## src/hdl/dense_pkg.sv

```systemverilog
package dense_pkg;

    // neuron counts for the input and output vectors of the layer
    typedef logic [15:0] neuron_cnt_t;

    // word address, same width for both buffers
    typedef logic [15:0] buf_addr_t;

    typedef logic [15:0] block_idx_t;  // output block, N_PE neurons each

    // seq_block sits between blocks and also holds the final wait for the drain
    typedef enum logic [1:0] {
        seq_idle,
        seq_block,
        seq_run
    } seq_state_t;

    // PE pipeline latencies in cycles
    // the stage enables are spaced by these, starting from the last mac
    localparam int LAT_MAC  = 2;  // multiplier output
    localparam int LAT_ADD  = 1;  // dense accumulator
    localparam int LAT_BIAS = 1;  // bias adder
    localparam int LAT_NL   = 2;  // non-linearity, result ready for the latch

endpackage

```

## src/hdl/block_sequencer.sv

```systemverilog
`timescale 1ns/10ps

module block_sequencer #(
    parameter int N_PE = 8
) (
    input  logic                   clk,
    input  logic                   rst,
    input  logic                   start,
    input  dense_pkg::neuron_cnt_t output_len,
    input  logic                   latch_due,
    input  logic                   drain_busy,
    input  logic                   run_done,
    output logic                   block_start,
    output dense_pkg::block_idx_t  ob,
    output logic [N_PE-1:0]        pe_mask,
    output logic                   dense_latch,
    output logic                   done
);

    dense_pkg::seq_state_t  state;
    dense_pkg::seq_state_t  next_state;
    dense_pkg::block_idx_t  full_blocks;
    dense_pkg::block_idx_t  total_blocks;
    dense_pkg::neuron_cnt_t rem;
    logic                   run_seen;      // last mac of this block has gone by
    logic                   latch_pending; // latch_due came while drain was busy
    logic                   latch_ok;

    assign full_blocks  = dense_pkg::block_idx_t'(output_len / N_PE);
    assign rem          = dense_pkg::neuron_cnt_t'(output_len % N_PE);
    assign total_blocks = full_blocks + dense_pkg::block_idx_t'(rem != '0);

    // all ones, or low rem bits for the partial last block
    always_comb begin
        for (int i = 0; i < N_PE; i++) begin
            pe_mask[i] = (ob < full_blocks) || (i < rem);
        end
    end

    assign latch_ok = latch_due && run_seen;

    always_comb begin
        next_state  = state;
        dense_latch = 1'b0;
        done        = 1'b0;
        case (state)
            dense_pkg::seq_idle: begin
                if (start) next_state = dense_pkg::seq_block;
            end
            dense_pkg::seq_block: begin
                if (ob != total_blocks) begin
                    next_state = dense_pkg::seq_run;
                end else if (!drain_busy) begin  // last drain finished
                    done       = 1'b1;
                    next_state = dense_pkg::seq_idle;
                end
            end
            dense_pkg::seq_run: begin
                if ((latch_ok || latch_pending) && !drain_busy) begin
                    dense_latch = 1'b1;
                    next_state  = dense_pkg::seq_block;
                end
            end
            default: next_state = dense_pkg::seq_idle;
        endcase
    end

    always_ff @(posedge clk or posedge rst) begin
        if (rst) begin
            state         <= dense_pkg::seq_idle;
            ob            <= '0;
            block_start   <= 1'b0;
            run_seen      <= 1'b0;
            latch_pending <= 1'b0;
        end else begin
            state       <= next_state;
            block_start <= (state == dense_pkg::seq_block) && (next_state == dense_pkg::seq_run);

            if (state == dense_pkg::seq_idle && start) begin
                ob <= '0;
            end else if (dense_latch) begin
                ob <= ob + 1'b1;  // block handed to the drain
            end

            if (dense_latch) begin
                run_seen      <= 1'b0;
                latch_pending <= 1'b0;
            end else begin
                if (run_done) run_seen <= 1'b1;
                if (latch_ok && drain_busy) latch_pending <= 1'b1;  // defer
            end
        end
    end

endmodule

```

## src/hdl/operand_reader.sv

```systemverilog
`timescale 1ns/10ps

module operand_reader #(
    parameter int N_PE = 8
) (
    input  logic                   clk,
    input  logic                   rst,
    input  logic                   block_start,
    input  dense_pkg::neuron_cnt_t input_len,
    input  dense_pkg::block_idx_t  ob,
    input  logic [N_PE-1:0]        pe_mask,
    output logic [N_PE-1:0]        w_rd_en,
    output dense_pkg::buf_addr_t   w_rd_addr,
    output logic                   x_rd_en,
    output dense_pkg::buf_addr_t   x_rd_addr,
    output logic [N_PE-1:0]        shift_weight,
    output logic                   shift_input,
    output logic                   shift_bias_en,
    output logic [N_PE-1:0]        mac_enable,
    output logic                   last_mac
);

    dense_pkg::neuron_cnt_t rd_idx;
    dense_pkg::neuron_cnt_t cur_idx;
    logic                   rd_active;
    logic                   reading;
    dense_pkg::neuron_cnt_t sh_idx;   // read index, one cycle later
    logic                   sh_valid;
    dense_pkg::neuron_cnt_t mac_idx;  // and one more
    logic                   mac_valid;

    // block_start is read cycle k = 0 itself
    assign reading = block_start || rd_active;
    assign cur_idx = block_start ? '0 : rd_idx;

    // weights and bias sit in one row of in+1 words per block
    assign w_rd_en   = reading ? pe_mask : '0;
    assign w_rd_addr = dense_pkg::buf_addr_t'((input_len + 1'b1) * ob + cur_idx);
    assign x_rd_en   = reading && (cur_idx < input_len);  // no input word for the bias
    assign x_rd_addr = dense_pkg::buf_addr_t'(cur_idx);

    always_ff @(posedge clk or posedge rst) begin
        if (rst) begin
            rd_active <= 1'b0;
            rd_idx    <= '0;
        end else if (reading) begin
            rd_active <= (cur_idx != input_len);
            rd_idx    <= cur_idx + 1'b1;
        end
    end

    // read data arrives one cycle after the address
    assign shift_input   = sh_valid && (sh_idx < input_len);
    assign shift_weight  = shift_input ? pe_mask : '0;
    assign shift_bias_en = sh_valid && (sh_idx == input_len);

    assign mac_enable = mac_valid ? pe_mask : '0;
    assign last_mac   = mac_valid && (mac_idx == input_len - 1'b1);

    always_ff @(posedge clk or posedge rst) begin
        if (rst) begin
            sh_valid  <= 1'b0;
            mac_valid <= 1'b0;
        end else begin
            sh_valid  <= reading;
            mac_valid <= shift_input;
        end
    end

    always_ff @(posedge clk) begin
        sh_idx  <= cur_idx;
        mac_idx <= sh_idx;
    end

endmodule

```

## src/hdl/stage_timer.sv

```systemverilog
`timescale 1ns/10ps

module stage_timer #(
    parameter int N_PE = 8
) (
    input  logic            clk,
    input  logic            rst,
    input  logic            last_mac,
    input  logic [N_PE-1:0] pe_mask,
    output logic [N_PE-1:0] adder_on,
    output logic [N_PE-1:0] bias_enable,
    output logic [N_PE-1:0] nl_enable,
    output logic            latch_due
);

    // taps counted in cycles after the last mac_enable
    localparam int TAP_ADD   = dense_pkg::LAT_MAC;
    localparam int TAP_BIAS  = TAP_ADD + dense_pkg::LAT_ADD;
    localparam int TAP_NL    = TAP_BIAS + dense_pkg::LAT_BIAS;
    localparam int TAP_LATCH = TAP_NL + dense_pkg::LAT_NL;

    logic [TAP_LATCH:1] dly;  // dly[n] is last_mac from n cycles back

    always_ff @(posedge clk or posedge rst) begin
        if (rst) begin
            dly <= '0;
        end else begin
            dly <= {dly[TAP_LATCH-1:1], last_mac};
        end
    end

    // mask is held by the sequencer until the latch, so it still fits here
    assign adder_on    = {N_PE{dly[TAP_ADD]}} & pe_mask;
    assign bias_enable = {N_PE{dly[TAP_BIAS]}} & pe_mask;
    assign nl_enable   = {N_PE{dly[TAP_NL]}} & pe_mask;
    assign latch_due   = dly[TAP_LATCH];  // PE results settled

endmodule

```

## src/hdl/result_drain.sv

```systemverilog
`timescale 1ns/10ps

module result_drain #(
    parameter int N_PE = 8
) (
    input  logic                  clk,
    input  logic                  rst,
    input  logic                  dense_latch,
    input  dense_pkg::block_idx_t ob,
    input  logic [N_PE-1:0]       pe_mask,
    output logic                  wb_en,
    output dense_pkg::buf_addr_t  wb_addr,
    output logic [((N_PE > 1) ? $clog2(N_PE) : 1)-1:0] dense_rd_addr,
    output logic                  drain_busy
);

    localparam int PE_W  = (N_PE > 1) ? $clog2(N_PE) : 1;
    localparam int CNT_W = $clog2(N_PE + 1);

    logic [CNT_W-1:0]      act_cnt;  // PEs enabled in the latched block
    logic [CNT_W-1:0]      cnt_q;
    dense_pkg::block_idx_t ob_q;
    logic [PE_W-1:0]       rd_addr;
    logic                  last_wr;

    always_comb begin
        act_cnt = '0;
        for (int i = 0; i < N_PE; i++) begin
            act_cnt = act_cnt + CNT_W'(pe_mask[i]);
        end
    end

    always_ff @(posedge clk) begin
        if (dense_latch) begin
            ob_q  <= ob;
            cnt_q <= act_cnt;
        end
    end

    assign last_wr = (CNT_W'(rd_addr) + 1'b1) == cnt_q;

    // one word per cycle out of the latch, starting the cycle after dense_latch
    always_ff @(posedge clk or posedge rst) begin
        if (rst) begin
            drain_busy <= 1'b0;
            rd_addr    <= '0;
        end else if (dense_latch) begin
            drain_busy <= 1'b1;
            rd_addr    <= '0;
        end else if (drain_busy) begin
            drain_busy <= !last_wr;
            rd_addr    <= last_wr ? '0 : rd_addr + 1'b1;
        end
    end

    assign wb_en         = drain_busy;
    assign wb_addr       = dense_pkg::buf_addr_t'(ob_q * N_PE) + dense_pkg::buf_addr_t'(rd_addr);
    assign dense_rd_addr = rd_addr;

endmodule

```

## src/hdl/dense_top.sv

```systemverilog
`timescale 1ns/10ps

module dense_top #(
    parameter int N_PE = 8
) (
    input  logic                                    clk,
    input  logic                                    rst,
    input  logic                                    start,
    input  dense_pkg::neuron_cnt_t                  input_len,
    input  dense_pkg::neuron_cnt_t                  output_len,
    output logic [N_PE-1:0]                         w_rd_en,
    output dense_pkg::buf_addr_t                    w_rd_addr,
    output logic                                    x_rd_en,
    output dense_pkg::buf_addr_t                    x_rd_addr,
    output logic [N_PE-1:0]                         shift_weight,
    output logic                                    shift_input,
    output logic                                    shift_bias_en,
    output logic [N_PE-1:0]                         mac_enable,
    output logic [N_PE-1:0]                         adder_on,
    output logic [N_PE-1:0]                         bias_enable,
    output logic [N_PE-1:0]                         nl_enable,
    output logic                                    dense_latch,
    output logic                                    wb_en,
    output dense_pkg::buf_addr_t                    wb_addr,
    output logic [((N_PE > 1) ? $clog2(N_PE) : 1)-1:0] dense_rd_addr,
    output logic                                    done
);

    logic                  block_start;
    dense_pkg::block_idx_t ob;
    logic [N_PE-1:0]       pe_mask;
    logic                  last_mac;
    logic                  latch_due;
    logic                  drain_busy;

    block_sequencer #(.N_PE(N_PE)) u_seq (
        .clk         (clk),
        .rst         (rst),
        .start       (start),
        .output_len  (output_len),
        .latch_due   (latch_due),
        .drain_busy  (drain_busy),
        .run_done    (last_mac),
        .block_start (block_start),
        .ob          (ob),
        .pe_mask     (pe_mask),
        .dense_latch (dense_latch),
        .done        (done)
    );

    operand_reader #(.N_PE(N_PE)) u_reader (
        .clk           (clk),
        .rst           (rst),
        .block_start   (block_start),
        .input_len     (input_len),
        .ob            (ob),
        .pe_mask       (pe_mask),
        .w_rd_en       (w_rd_en),
        .w_rd_addr     (w_rd_addr),
        .x_rd_en       (x_rd_en),
        .x_rd_addr     (x_rd_addr),
        .shift_weight  (shift_weight),
        .shift_input   (shift_input),
        .shift_bias_en (shift_bias_en),
        .mac_enable    (mac_enable),
        .last_mac      (last_mac)
    );

    stage_timer #(.N_PE(N_PE)) u_timer (
        .clk         (clk),
        .rst         (rst),
        .last_mac    (last_mac),
        .pe_mask     (pe_mask),
        .adder_on    (adder_on),
        .bias_enable (bias_enable),
        .nl_enable   (nl_enable),
        .latch_due   (latch_due)
    );

    result_drain #(.N_PE(N_PE)) u_drain (
        .clk           (clk),
        .rst           (rst),
        .dense_latch   (dense_latch),
        .ob            (ob),
        .pe_mask       (pe_mask),
        .wb_en         (wb_en),
        .wb_addr       (wb_addr),
        .dense_rd_addr (dense_rd_addr),
        .drain_busy    (drain_busy)
    );

endmodule

```

## config.mk

```make
export PLATFORM = sky130hd
export DESIGN_NAME = dense_top
export DESIGN_NICKNAME = d
export VERILOG_FILES = /design/src/hdl/dense_pkg.sv /design/src/hdl/block_sequencer.sv /design/src/hdl/operand_reader.sv /design/src/hdl/stage_timer.sv /design/src/hdl/result_drain.sv /design/src/hdl/dense_top.sv
export SDC_FILE = /design/constraint.sdc
export NUM_CORES = 1
export LEC_CHECK = 0
export BUFFER_PORTS_ARGS = -buffer_cell sky130_fd_sc_hd__buf_2
export CELL_PAD_IN_SITES_DETAIL_PLACEMENT = 0
export CELL_PAD_IN_SITES_GLOBAL_PLACEMENT = 2
export CORE_MARGIN = 10
export CORE_UTILIZATION = 35
export CTS_BUF_LIST = sky130_fd_sc_hd__clkbuf_4 sky130_fd_sc_hd__clkbuf_8
export DETAILED_ROUTE_END_ITERATION = 7
export PLACE_DENSITY_LB_ADDON = 0.08
export SLEW_MARGIN = 30
export SYNTH_ARGS = -nofsm -noshare
export SYNTH_HDL_FRONTEND = slang
export SYNTH_HIERARCHICAL = 1
export SYNTH_SLANG_ARGS = --single-unit
export TNS_END_PERCENT = 30
```

## constraint.sdc

```tcl
create_clock -name clk -period 23.4 [get_ports clk]
set_input_delay 4.68 -clock clk [delete_from_list [all_inputs] [get_ports clk]]
set_output_delay 4.68 -clock clk [all_outputs]
set_load 0.02 [all_outputs]
```

# == After elaboration in Yosys (flattened, before gate mapping) ==
# Index checks and enable logic that the tools add are counted.
# word_totals
reg_bits,99
out_inout_bits,105
wordCells,107
# op_classes
add_sub_neg,16
multipliers,1
n_lt_le_gt_ge,11
eq_ne,8
mux,25
bitwise,3
reduce_logical,27
# ops
op,count
16-bit by 1-bit adder with 16-bit output (second input constant),3
16-bit two-way mux,3
16-bit equality test,2
16-bit less-than comparator,2
4-bit by 1-bit adder with 4-bit output,6
8-bit bitwise AND,3
8-bit two-way mux,3
16-bit adder,1
16-bit by 3-bit adder with 16-bit output,1
16-bit by 13-bit less-than comparator with 1-bit output,1
16-bit by 16-bit multiplier with 16-bit output,1
16-bit by 14-bit inequality test with 1-bit output,1
16-bit inequality test,1
16-bit nonzero test,1
16-bit by 1-bit subtractor with 16-bit output (second input constant),1
13-bit by 1-bit adder with 14-bit output,1
3-bit less-than comparator (first input constant),4
1-bit two-way mux,11
1-bit logical OR,10
1-bit logical AND,9
3-bit two-way mux,3
2-bit two-way mux,4
2-bit nonzero test,4
1-bit by 3-bit less-than comparator with 1-bit output (first input constant),2
other kinds (10),13

# == Logic depth before layout (Yosys ltp) ==
# Gate-level depths: netlist of the first run.
# logic_depth
depth_word,9
depth_mapped,26
ltp_nobuf,24

# == Hierarchy ==
# Netlist of the first run, hierarchy kept.
# by_module_without_submodules
mod,n_inst,cells_per_inst,area_per_inst_um2,seq_area_each_um2
operand_reader,1,868,7559.8,1116.1
block_sequencer,1,225,1863.0,525.5
result_drain,1,68,1014.7,610.6
stage_timer,1,31,304.0,150.1

# == Least setup slack after synthesis of the first run ==
# Ideal clock, no wire load.
# synth_timing
path_kind,in2out
startpoint,input port input_len[3]
endpoint,output port w_rd_addr[15]
arrival_ns,10.375
t_required_ns,18.720
slack_ns,8.345
cell_stages,24
path_buffers,2
path_cell_list,buf_2 inv_1 nor3_1 nand3_1 xnor2_1 clkbuf_1 nand2_1 fa_1 fa_1 inv_1 fa_1 fa_1 inv_1 fa_1 fa_1 xnor2_1 xnor2_1 xnor2_1 xnor2_1 xnor2_1 xnor2_1 xnor2_1 xnor3_1 xnor3_1
# synth_via
elab_chain_len,3
# synth_lines
item,line,text
start: declaration,dense_top.sv:9,"input dense_pkg::neuron_cnt_t input_len,"
16-bit by 1-bit adder with 16-bit output,operand_reader.sv:38,assign w_rd_addr = dense_pkg::buf_addr_t'((input_len + 1'b1) * ob + cur_idx);
16-bit by 16-bit multiplier with 16-bit output,operand_reader.sv:38,
16-bit adder,operand_reader.sv:38,
end: declaration,dense_top.sv:12,"output dense_pkg::buf_addr_t w_rd_addr,"
# No other way between the ends.

# == Worst setup path in the final report of the first run ==
# layout_timing
startpoint,input port input_len[0]
endpoint,output port w_rd_addr[15]
# The elaborated chain is that of the path after synthesis.

==> results of run 1 <==
[through the flow]
step / power [mW] / setup slack, ns
after floorplan: 0.315 / 8.34
after global placement: 0.376 / 7.06
after detailed placement: 0.376 / 6.96
after CTS: 0.509 / 6.95
after global routing: 0.533 / 6.55
final: 0.501 / 7.06
[power groups by stage]
stage	Combinational, mW	Clock (mW)	Sequential [mW]
floorplan	0.112	0	0.203
global placement	0.167	0	0.209
detailed placement	0.167	0	0.209
CTS	0.168	0.136	0.205
global route	0.185	0.141	0.207
finish	0.164	0.132	0.205
[area by class of cell]
type | instances | share of cell area, %
clock buffer | 10 | 1.09
sequential | 99 | 19.9
tap | 396 | 4.10
inverter | 205 | 6.37
multi-input combinational | 853 | 61.5
timing repair buffer | 148 | 6.32
clock inverter | 6 | 0.787
[worst max-delay path: cells and delay by family]
| kind | cells | cell delay (ns) |
|---|---|---|
| adder cells (fa/ha/maj) | 7 | 3.43 |
| XOR/XNOR | 10 | 2.38 |
| buffers and inverters | 4 | 0.75 |
| AND/OR/NAND/NOR | 2 | 0.39 |
[path summary, 6_finish.rpt]
check / startpoint / end / slack, ns / depth (start not counted)
min in group asynchronous: rst / u_drain/dense_rd_addr[1] / 4.19 / 2
max in group asynchronous: rst / u_reader/rd_idx[12] / 18.63 / 2
min reg2reg: u_timer/dly[1] / u_timer/dly[2] / 0.36 / 0
min: u_timer/dly[1] / u_timer/dly[2] / 0.36 / 0
max reg2reg: u_seq/ob[1] / u_drain/cnt_q[2] / 18.17 / 15
max: input_len[0] / w_rd_addr[15] / 7.06 / 23
[state kept, by name, summed over array words and instances, names as in the netlist, 2 cells and up]
name,flops
u_reader/mac_idx,16
u_reader/rd_idx,16
u_reader/sh_idx,16
u_seq/ob,16
u_drain/ob_q,13
u_timer/dly,6
u_drain/cnt_q,4
u_drain/dense_rd_addr,3
u_seq/state,2
[cell families after synthesis]
group,after synthesis,synth area share (%)
adder cells (fa/ha/maj),204,30.6
multiplexers,3,0.291
XOR/XNOR,126,11.2
buffers and inverters,240,8.64
AND/OR/NAND/NOR,413,20.2
flip-flops,99,22.4
AO/OA/AOI/OAI,107,6.72
[metal layers]
metal / vias up / GRT usage [%] / part of all wire (%)
li1: 4037 / - / -
met1: 4028 / 22.7 / 49
met2: 152 / 26.5 / 46
met3: 15 / 3.31 / 4.3
met4: 0 / 3.68 / 1.2
met5: - / 0 / 0
[cells in the final DEF (no fill, tap or decap), types with 4 or more instances in the layout]
| cell type | instances |
|---|---|
| a21o_1 | 13 |
| nand3_1 | 34 |
| nor4_1 | 6 |
| nor2b_1 | 32 |
| nor3_1 | 15 |
| a31oi_1 | 4 |
| clkbuf_8 | 9 |
| xnor2_1 | 86 |
| edfxtp_1 | 17 |
| o21ai_1 | 6 |
| and2_1 | 84 |
| nand2_1 | 123 |
| or3_1 | 6 |
| fa_1 | 98 |
| dfrtp_1 | 50 |
| a21oi_1 | 34 |
| nand2b_1 | 17 |
| buf_2 | 139 |
| nor2_1 | 45 |
| inv_1 | 202 |
| and3_1 | 7 |
| ha_1 | 106 |
| o21ai_0 | 17 |
| o21a_1 | 6 |
| buf_4 | 9 |
| nand4_1 | 18 |
| xor2_1 | 32 |
| dfxtp_1 | 32 |
==> impl_metrics.json, run 1 <==
{
  "powerDensity_nw_per_um2": 41.5,
  "seqCellArea_um2": 2400,
  "grt_max_degree": 30,
  "fillerInstances": 3149,
  "yosysUniqueCellTypes": 76,
  "start_util_pct": 35.3,
  "rows": 64,
  "maxSlewHeadroom_pct": 39.8,
  "synth_ff_type": "dfrtp_1",
  "final_antenna_net_count": 0,
  "path_max_fanout": 23,
  "setup_viol": 0,
  "die_h_um": 195,
  "yosysTopAreaCell": "fa_1",
  "core_area_um2": 30400,
  "finClkSkew_ns": 0.0186,
  "power.internal_uw": 314,
  "clkTransAtPathRegs_ns": 0.10,
  "wl_per_cell_um": 18.4,
  "synth_warnings": 6,
  "p_sw_share_pct": 37.3,
  "end_kind": "output pin",
  "clk_latency_ns": 0.40,
  "dieArea_um2": 38100,
  "p_comb_share_pct": 32.7,
  "fin_crit_sh_pct": 69.8,
  "multi_input_area_um2": 7420,
  "portBuffers": 139,
  "cap_violations": 0,
  "rsz0062_at_grt": "false",
  "hold_path.class": "flop to flop",
  "crit_top_cell": "xnor2_1",
  "synth.top_cells.by_count": "inv_1 (204), nand2_1 (123), ha_1 (106)",
  "grt_pass1_wl_mm": 50.4,
  "via_count": 8232,
  "max_freq_mhz": 61.2,
  "wl_mm": 31.6,
  "ctsHoldBuffers": 0,
  "cts_tree": "done",
  "p_switching_uw": 187,
  "startpoint_type": "input port",
  "synth.top_cell.area_share_pct": 18.3,
  "dp_hpwl_mm": 25.2,
  "gp_congestion": 0.809,
  "p_seq_share_pct": 40.9,
  "drive_gt1_share_pct": 14.2,
  "die_w_um": 195,
  "htreeDepth": 3,
  "clock_sinks": 99,
  "finalMaxSlewViolations": 0,
  "synth_seq_area_share_pct": 22.4,
  "antenna_cells": 0,
  "worst_pin_slew_ns": 0.898,
  "hold_viol_final": 0,
  "ios": 140,
  "cts_buffers": 9,
  "async_flop_share_pct": 50.5,
  "design_area_um2": 12100,
  "placed_area_um2": 11900,
  "grt_remaining_overflow": 0,
  "cp_slowest_cell": "xnor2_1",
  "cts-root-buf": "clkbuf_8",
  "cts.repair.resized": 0,
  "via_per_inst": 4.79,
  "clockPowerShare_pct": 26.4,
  "cp.arrival_ns": 11.66,
  "yosys-top-cells-area": "fa_1 (18%), ha_1 (12%), dfrtp_1 (12%)",
  "required_ns": 18.72,
  "finalSetupTns_ns": 0,
  "track_usage_pct": 16.6,
  "synth.avg_cell_area_um2": 9.01,
  "crit_path_cell_trace": "buf_2 > ha_1 > nand4_1 > xnor2_1 > nand2_1 > fa_1 > fa_1 > fa_1 > inv_1 > fa_1 > inv_1 > fa_1 > fa_1 > xnor2_1 > xnor2_1 > xnor2_1 > xnor2_1 > xnor2_1 > xnor2_1 > xnor2_1 > xnor3_1 > xnor3_1 > buf_2",
  "antenna_found_initial": 0,
  "grt_pass1_vias": 8697,
  "slowest_delay_ns": 0.75,
  "cts_setup_buffers": 0,
  "p_leak_nw": 5.98,
  "drc": 0,
  "fin_util_pct": 39.7,
  "timing.hold.ws_ns": 0.360,
  "period_minus_slack_ns": 16.34,
  "syn_area_um2": 10700,
  "dp_cells": 1701,
  "area_growth_pct": 12.5,
  "drt_iter0_markers": 330,
  "critPathKind": "input port to output pin",
  "synth_edf_count": 17,
  "synth.most_common_cell": "inv_1",
  "clock_path_buffers": 2,
  "status": "finished clean",
  "fin_nets": 1555,
  "final_cells": 1717,
  "ys_ff_latch": 99,
  "synth_fp_nets": 1431,
  "irDropWorstVdd_mv": 0.0380,
  "synth_cells": 1192,
  "drtPass1Iterations": 4
}
Note: power is estimated with default switching activity, not from simulation.
==> run 2, diff against run 1 <==
--- a/config.mk
+++ b/config.mk
@@ -9,7 +9,7 @@
 export CELL_PAD_IN_SITES_DETAIL_PLACEMENT = 0
 export CELL_PAD_IN_SITES_GLOBAL_PLACEMENT = 2
 export CORE_MARGIN = 10
-export CORE_UTILIZATION = 35
+export CORE_UTILIZATION = 34
 export CTS_BUF_LIST = sky130_fd_sc_hd__clkbuf_4 sky130_fd_sc_hd__clkbuf_8
 export DETAILED_ROUTE_END_ITERATION = 7
 export PLACE_DENSITY_LB_ADDON = 0.08
==> constraint.sdc (replaced) <==
create_clock -name clk -period 13.6 [get_ports clk]
set_input_delay 2.72 -clock clk [delete_from_list [all_inputs] [get_ports clk]]
set_output_delay 2.72 -clock clk [all_outputs]
set_load 0.02 [all_outputs]
==> impl_metrics.json, run 2 (synthesized netlist as in run 1, its figures left out) <==
{
  "regToRegEndpoint": "u_drain/cnt_q[2]",
  "design_area_um2": 12100,
  "placed_area_um2": 11900,
  "clock_sinks": 99,
  "drtPass1Iterations": 4,
  "wl_mm": 31.8,
  "p_switching_uw": 323,
  "cp.arrival_ns": 9.51,
  "setup_viol": 0,
  "wl_per_cell_um": 18.4,
  "finalMaxSlewViolations": 0,
  "critical_path.startpoint": "input_len[0]",
  "cts_buffers": 9,
  "holdCritStartpoint": "u_timer/dly[5]",
  "final_cells": 1727,
  "period_minus_slack_ns": 12.23,
  "clkTransAtPathRegs_ns": 0.11,
  "worst_pin_slew_ns": 0.875,
  "rows": 65,
  "r2r_start": "u_seq/ob[1]",
  "grt_remaining_overflow": 0,
  "hold_depth": 0,
  "grt_pass1_vias": 8687,
  "final_antenna_net_count": 0,
  "cts_tree": "done",
  "min_to": "u_timer/dly[6]",
  "track_usage_pct": 16.7,
  "fillerInstances": 3317,
  "met3_usage_pct": 3.14,
  "finClkSkew_ns": 0.0103,
  "ios": 140,
  "seqCellArea_um2": 2400,
  "r2r_slack_ns": 8.48,
  "p_comb_share_pct": 32.5,
  "ctsHoldBuffers": 0,
  "portBuffers": 139,
  "finalSetupTns_ns": 0,
  "dieArea_um2": 39100,
  "fin_ws_ns": 1.37,
  "grt_max_degree": 31,
  "cts.repair.resized": 0,
  "start_util_pct": 34.2,
  "die_w_um": 198,
  "die_h_um": 198,
  "reg2reg_depth": 15,
  "path_max_fanout": 23,
  "clockPowerShare_pct": 26.3,
  "clk_latency_ns": 0.40,
  "cap_violations": 0,
  "hold_path.class": "flop to flop",
  "drive_gt1_share_pct": 14.3,
  "end_kind": "output pin",
  "met1_usage_pct": 23.0,
  "via_per_inst": 4.75,
  "required_ns": 10.88,
  "fin_nets": 1558,
  "antenna_found_initial": 1,
  "met2_usage_pct": 26.5,
  "drc": 0,
  "critPathKind": "input port to output pin",
  "fin_crit_sh_pct": 89.9,
  "gp_congestion": 0.838,
  "via_count": 8198,
  "dp_hpwl_mm": 25.5,
  "p_seq_share_pct": 41.1,
  "dp_slack_ns": 1.26,
  "core_area_um2": 31400,
  "status": "finished clean",
  "powerDensity_nw_per_um2": 71.2,
  "max_freq_mhz": 81.8,
  "cts_setup_buffers": 0,
  "mostFrequentLayoutCells": "inv_1 (203), buf_2 (139), nand2_1 (123)",
  "startpoint_type": "input port",
  "maxSlewHeadroom_pct": 41.7,
  "irDropWorstVdd_mv": 0.0862,
  "mostFrequentLayoutCell": "inv_1",
  "power.internal_uw": 540,
  "multi_input_area_um2": 7420,
  "rsz0062_at_grt": "false",
  "grt_pass1_wl_mm": 50.8,
  "cts-root-buf": "clkbuf_8",
  "area_growth_pct": 12.8,
  "gr-max-usage-layer": "met2",
  "p_leak_nw": 5.99,
  "p_sw_share_pct": 37.5,
  "dp_cells": 1709,
  "clock_path_buffers": 2,
  "htreeDepth": 3,
  "drt_iter0_markers": 346,
  "hold_viol_final": 0
}
## run 2: power groups by stage
stage          logic (mW)  clock network [mW]  registers, mW
2_1_floorplan       0.193                   0          0.350
6_report            0.281               0.227          0.355
5_1_grt             0.315               0.248          0.359
4_1_cts             0.285               0.238          0.355
3_3_place_gp        0.285                   0          0.361
3_5_place_dp        0.284                   0          0.361
## run 2: per-stage QoR
step	power, mW	hold slack (ns)	utilization, %
6_report	0.863	0.360	38.6
5_1_grt	0.923	0.371	38.6
4_1_cts	0.878	0.355	38.5
3_5_place_dp	0.645	0.337	37.8
3_3_place_gp	0.646	0.332	37.8
2_1_floorplan	0.543	0.331	-
## run 2: critical path, cell delays in order
cell     delay (ns)
buf_2          0.44
ha_1           0.40
nand4_1        0.18
xnor2_1        0.63
nand2_1        0.18
fa_1           0.56
fa_1           0.51
inv_1          0.06
fa_1           0.47
fa_1           0.49
inv_1          0.06
fa_1           0.52
fa_1           0.55
inv_1          0.04
ha_1           0.35
a21o_1         0.13
a21oi_1        0.07
o21a_1         0.13
o21ai_0        0.33
xnor3_1        0.49
buf_2          0.18
## run 2: layer usage
layer	vias to the layer above	part of all wire [%]
li1	4038	-
met1	4012	49
met2	128	46
met3	20	3.7
met4	0	1.5
met5	-	0
## run 2: worst max-delay path by stage
stage / to / slack, ns / cells after the start
finish: w_rd_addr[15] / 1.37 / 21
global route: w_rd_addr[15] / 1.03 / 23
CTS: w_rd_addr[15] / 1.26 / 21
detailed placement: w_rd_addr[15] / 1.26 / 21
global placement: w_rd_addr[15] / 1.37 / 21
floorplan: w_rd_addr[15] / 2.46 / 24
## run 2: layout make-up
| type | count | share of cell area [%] |
|---|---|---|
| Antenna cell | 1 | 0.0207 |
| Timing Repair Buffer | 151 | 6.55 |
| Clock inverter | 7 | 0.867 |
| Sequential cell | 99 | 19.8 |
| Tap cell | 402 | 4.15 |
| Multi-Input combinational cell | 853 | 61.2 |
| Inverter | 205 | 6.35 |
| Clock buffer | 9 | 1.02 |
==> run 3, diff against run 2 <==
--- a/config.mk
+++ b/config.mk
@@ -8,6 +8,7 @@
 export BUFFER_PORTS_ARGS = -buffer_cell sky130_fd_sc_hd__buf_2
 export CELL_PAD_IN_SITES_DETAIL_PLACEMENT = 0
 export CELL_PAD_IN_SITES_GLOBAL_PLACEMENT = 2
+export CORE_ASPECT_RATIO = 0.8
 export CORE_MARGIN = 10
 export CORE_UTILIZATION = 34
 export CTS_BUF_LIST = sky130_fd_sc_hd__clkbuf_4 sky130_fd_sc_hd__clkbuf_8
==> impl_metrics.json, run 3 (synthesized netlist as in run 1, its figures left out) <==
{
  "drc": 0,
  "grt_pass1_vias": 8381,
  "drtPass1Iterations": 5,
  "clock_path_buffers": 2,
  "r2r_slack_ns": 8.33,
  "rsz0062_at_grt": "false",
  "startpoint_type": "input port",
  "ctsHoldBuffers": 0,
  "period_minus_slack_ns": 12.11,
  "cts_tree": "done",
  "dp_slack_ns": 1.47,
  "fin_nets": 1559,
  "cts.repair.resized": 0,
  "clk_latency_ns": 0.39,
  "end_kind": "output pin",
  "wl_per_cell_um": 18.4,
  "fillerInstances": 3215,
  "finalSetupTns_ns": 0,
  "fin_ws_ns": 1.49,
  "cp.arrival_ns": 9.39,
  "via_per_inst": 4.68,
  "hold_path.class": "flop to flop",
  "max_freq_mhz": 82.6,
  "finalMaxSlewViolations": 0,
  "critPathKind": "input port to output pin",
  "path_max_fanout": 23,
  "final_cells": 1747,
  "timing.hold.ws_ns": 0.357,
  "finClkSkew_ns": 0.0120,
  "via_count": 8175,
  "irDropWorstVdd_mv": 0.0463,
  "gp_congestion": 0.824,
  "p_switching_uw": 314,
  "clkTransAtPathRegs_ns": 0.11,
  "grt_max_degree": 30,
  "p_leak_nw": 5.99,
  "hold_viol_final": 0,
  "required_ns": 10.88,
  "portBuffers": 139,
  "track_usage_pct": 16.7,
  "min_to": "u_timer/dly[2]",
  "fin_util_pct": 38.8,
  "antenna_found_initial": 2,
  "seqCellArea_um2": 2400,
  "maxSlewHeadroom_pct": 40.6,
  "clock_sinks": 99,
  "fin_crit_sh_pct": 89.1,
  "setup_viol": 0,
  "mostFrequentLayoutCell": "inv_1",
  "drive_gt1_share_pct": 14.3,
  "reg2reg_depth": 15,
  "dieArea_um2": 39100,
  "status": "finished clean",
  "clockPowerShare_pct": 25.3,
  "dp_cells": 1729,
  "core_area_um2": 31300,
  "die_h_um": 179,
  "htreeDepth": 3,
  "cts_buffers": 9,
  "rows": 58,
  "p_seq_share_pct": 42.2,
  "power.internal_uw": 528,
  "cts-root-buf": "clkbuf_8",
  "cap_violations": 0,
  "wl_mm": 32.2,
  "mostFrequentLayoutCells": "inv_1 (202), buf_2 (139), nand2_1 (123)",
  "p_comb_share_pct": 32.5,
  "final_antenna_net_count": 0,
  "drt_iter0_markers": 399,
  "grt_pass1_wl_mm": 50.6,
  "powerDensity_nw_per_um2": 69.4,
  "dp_hpwl_mm": 26.1,
  "worst_pin_slew_ns": 0.890,
  "die_w_um": 219,
  "hold_depth": 0,
  "ios": 140,
  "r2r_start": "u_seq/ob[1]",
  "area_growth_pct": 12.9,
  "start_util_pct": 34.3,
  "holdCritStartpoint": "u_timer/dly[1]",
  "regToRegEndpoint": "u_drain/cnt_q[2]",
  "p_sw_share_pct": 37.3,
  "cts_setup_buffers": 0,
  "multi_input_area_um2": 7420,
  "grt_remaining_overflow": 0
}
run 3: cell count changes in the layout (fill, tap and decap cells not counted), sizes merged:
| cell | change |
|---|---|
| buf | +1 |
| bufinv | -1 |
| clkbuf | +1 |
| clkinv | +1 |
| clkinvlp | -1 |
| diode | +1 |
run 3: worst max-delay path by stage:
stage	from	end	depth (start not counted)
3_5_place_dp	input_len[0]	w_rd_addr[15]	21
3_3_place_gp	input_len[0]	w_rd_addr[15]	23
6_report	input_len[0]	w_rd_addr[15]	23
5_1_grt	input_len[0]	w_rd_addr[15]	21
2_1_floorplan	input_len[3]	w_rd_addr[15]	24
4_1_cts	input_len[0]	w_rd_addr[15]	23
run 3: worst max-delay path, cell delays in order:
cell,delay [ns]
buf_2,0.43
ha_1,0.40
nand4_1,0.18
xnor2_1,0.60
nand2_1,0.18
fa_1,0.54
fa_1,0.51
fa_1,0.51
inv_1,0.05
fa_1,0.47
inv_1,0.05
fa_1,0.50
fa_1,0.47
xnor2_1,0.19
xnor2_1,0.16
xnor2_1,0.16
xnor2_1,0.16
xnor2_1,0.16
xnor2_1,0.16
xnor2_1,0.15
xnor3_1,0.27
xnor3_1,0.21
buf_2,0.17
run 3: cell type report:
type                            count  area share [%]
Inverter                          205            6.35
Multi-Input combinational cell    853            61.2
Sequential cell                    99            19.8
Timing Repair Buffer              152            6.54
Antenna cell                        2          0.0413
Clock buffer                       10            1.14
Tap cell                          420            4.33
Clock inverter                      6           0.629
run 3: power groups by stage:
stage	Combinational (mW)	Clock (mW)	Sequential (mW)
floorplan	0.193	0	0.350
global placement	0.277	0	0.362
detailed placement	0.279	0	0.361
CTS	0.280	0.228	0.355
global route	0.308	0.236	0.360
finish	0.274	0.213	0.355
run 3: stage by stage:
stage	cell area (µm²)	power (mW)
after detailed placement	11900	0.641
after global placement	11900	0.639
after global routing	12100	0.904
final	12100	0.842
after floorplan	10700	0.543
after CTS	12100	0.863
run 3: layer usage:
layer,GRT usage [%],share of wire [%],wire (µm),vias up
met2,25.4,44,14100,156
li1,-,-,-,4044
met4,2.44,0.64,205,0
met5,0,0,0,-
met1,24.2,51,16300,3963
met3,3.51,5.0,1630,12
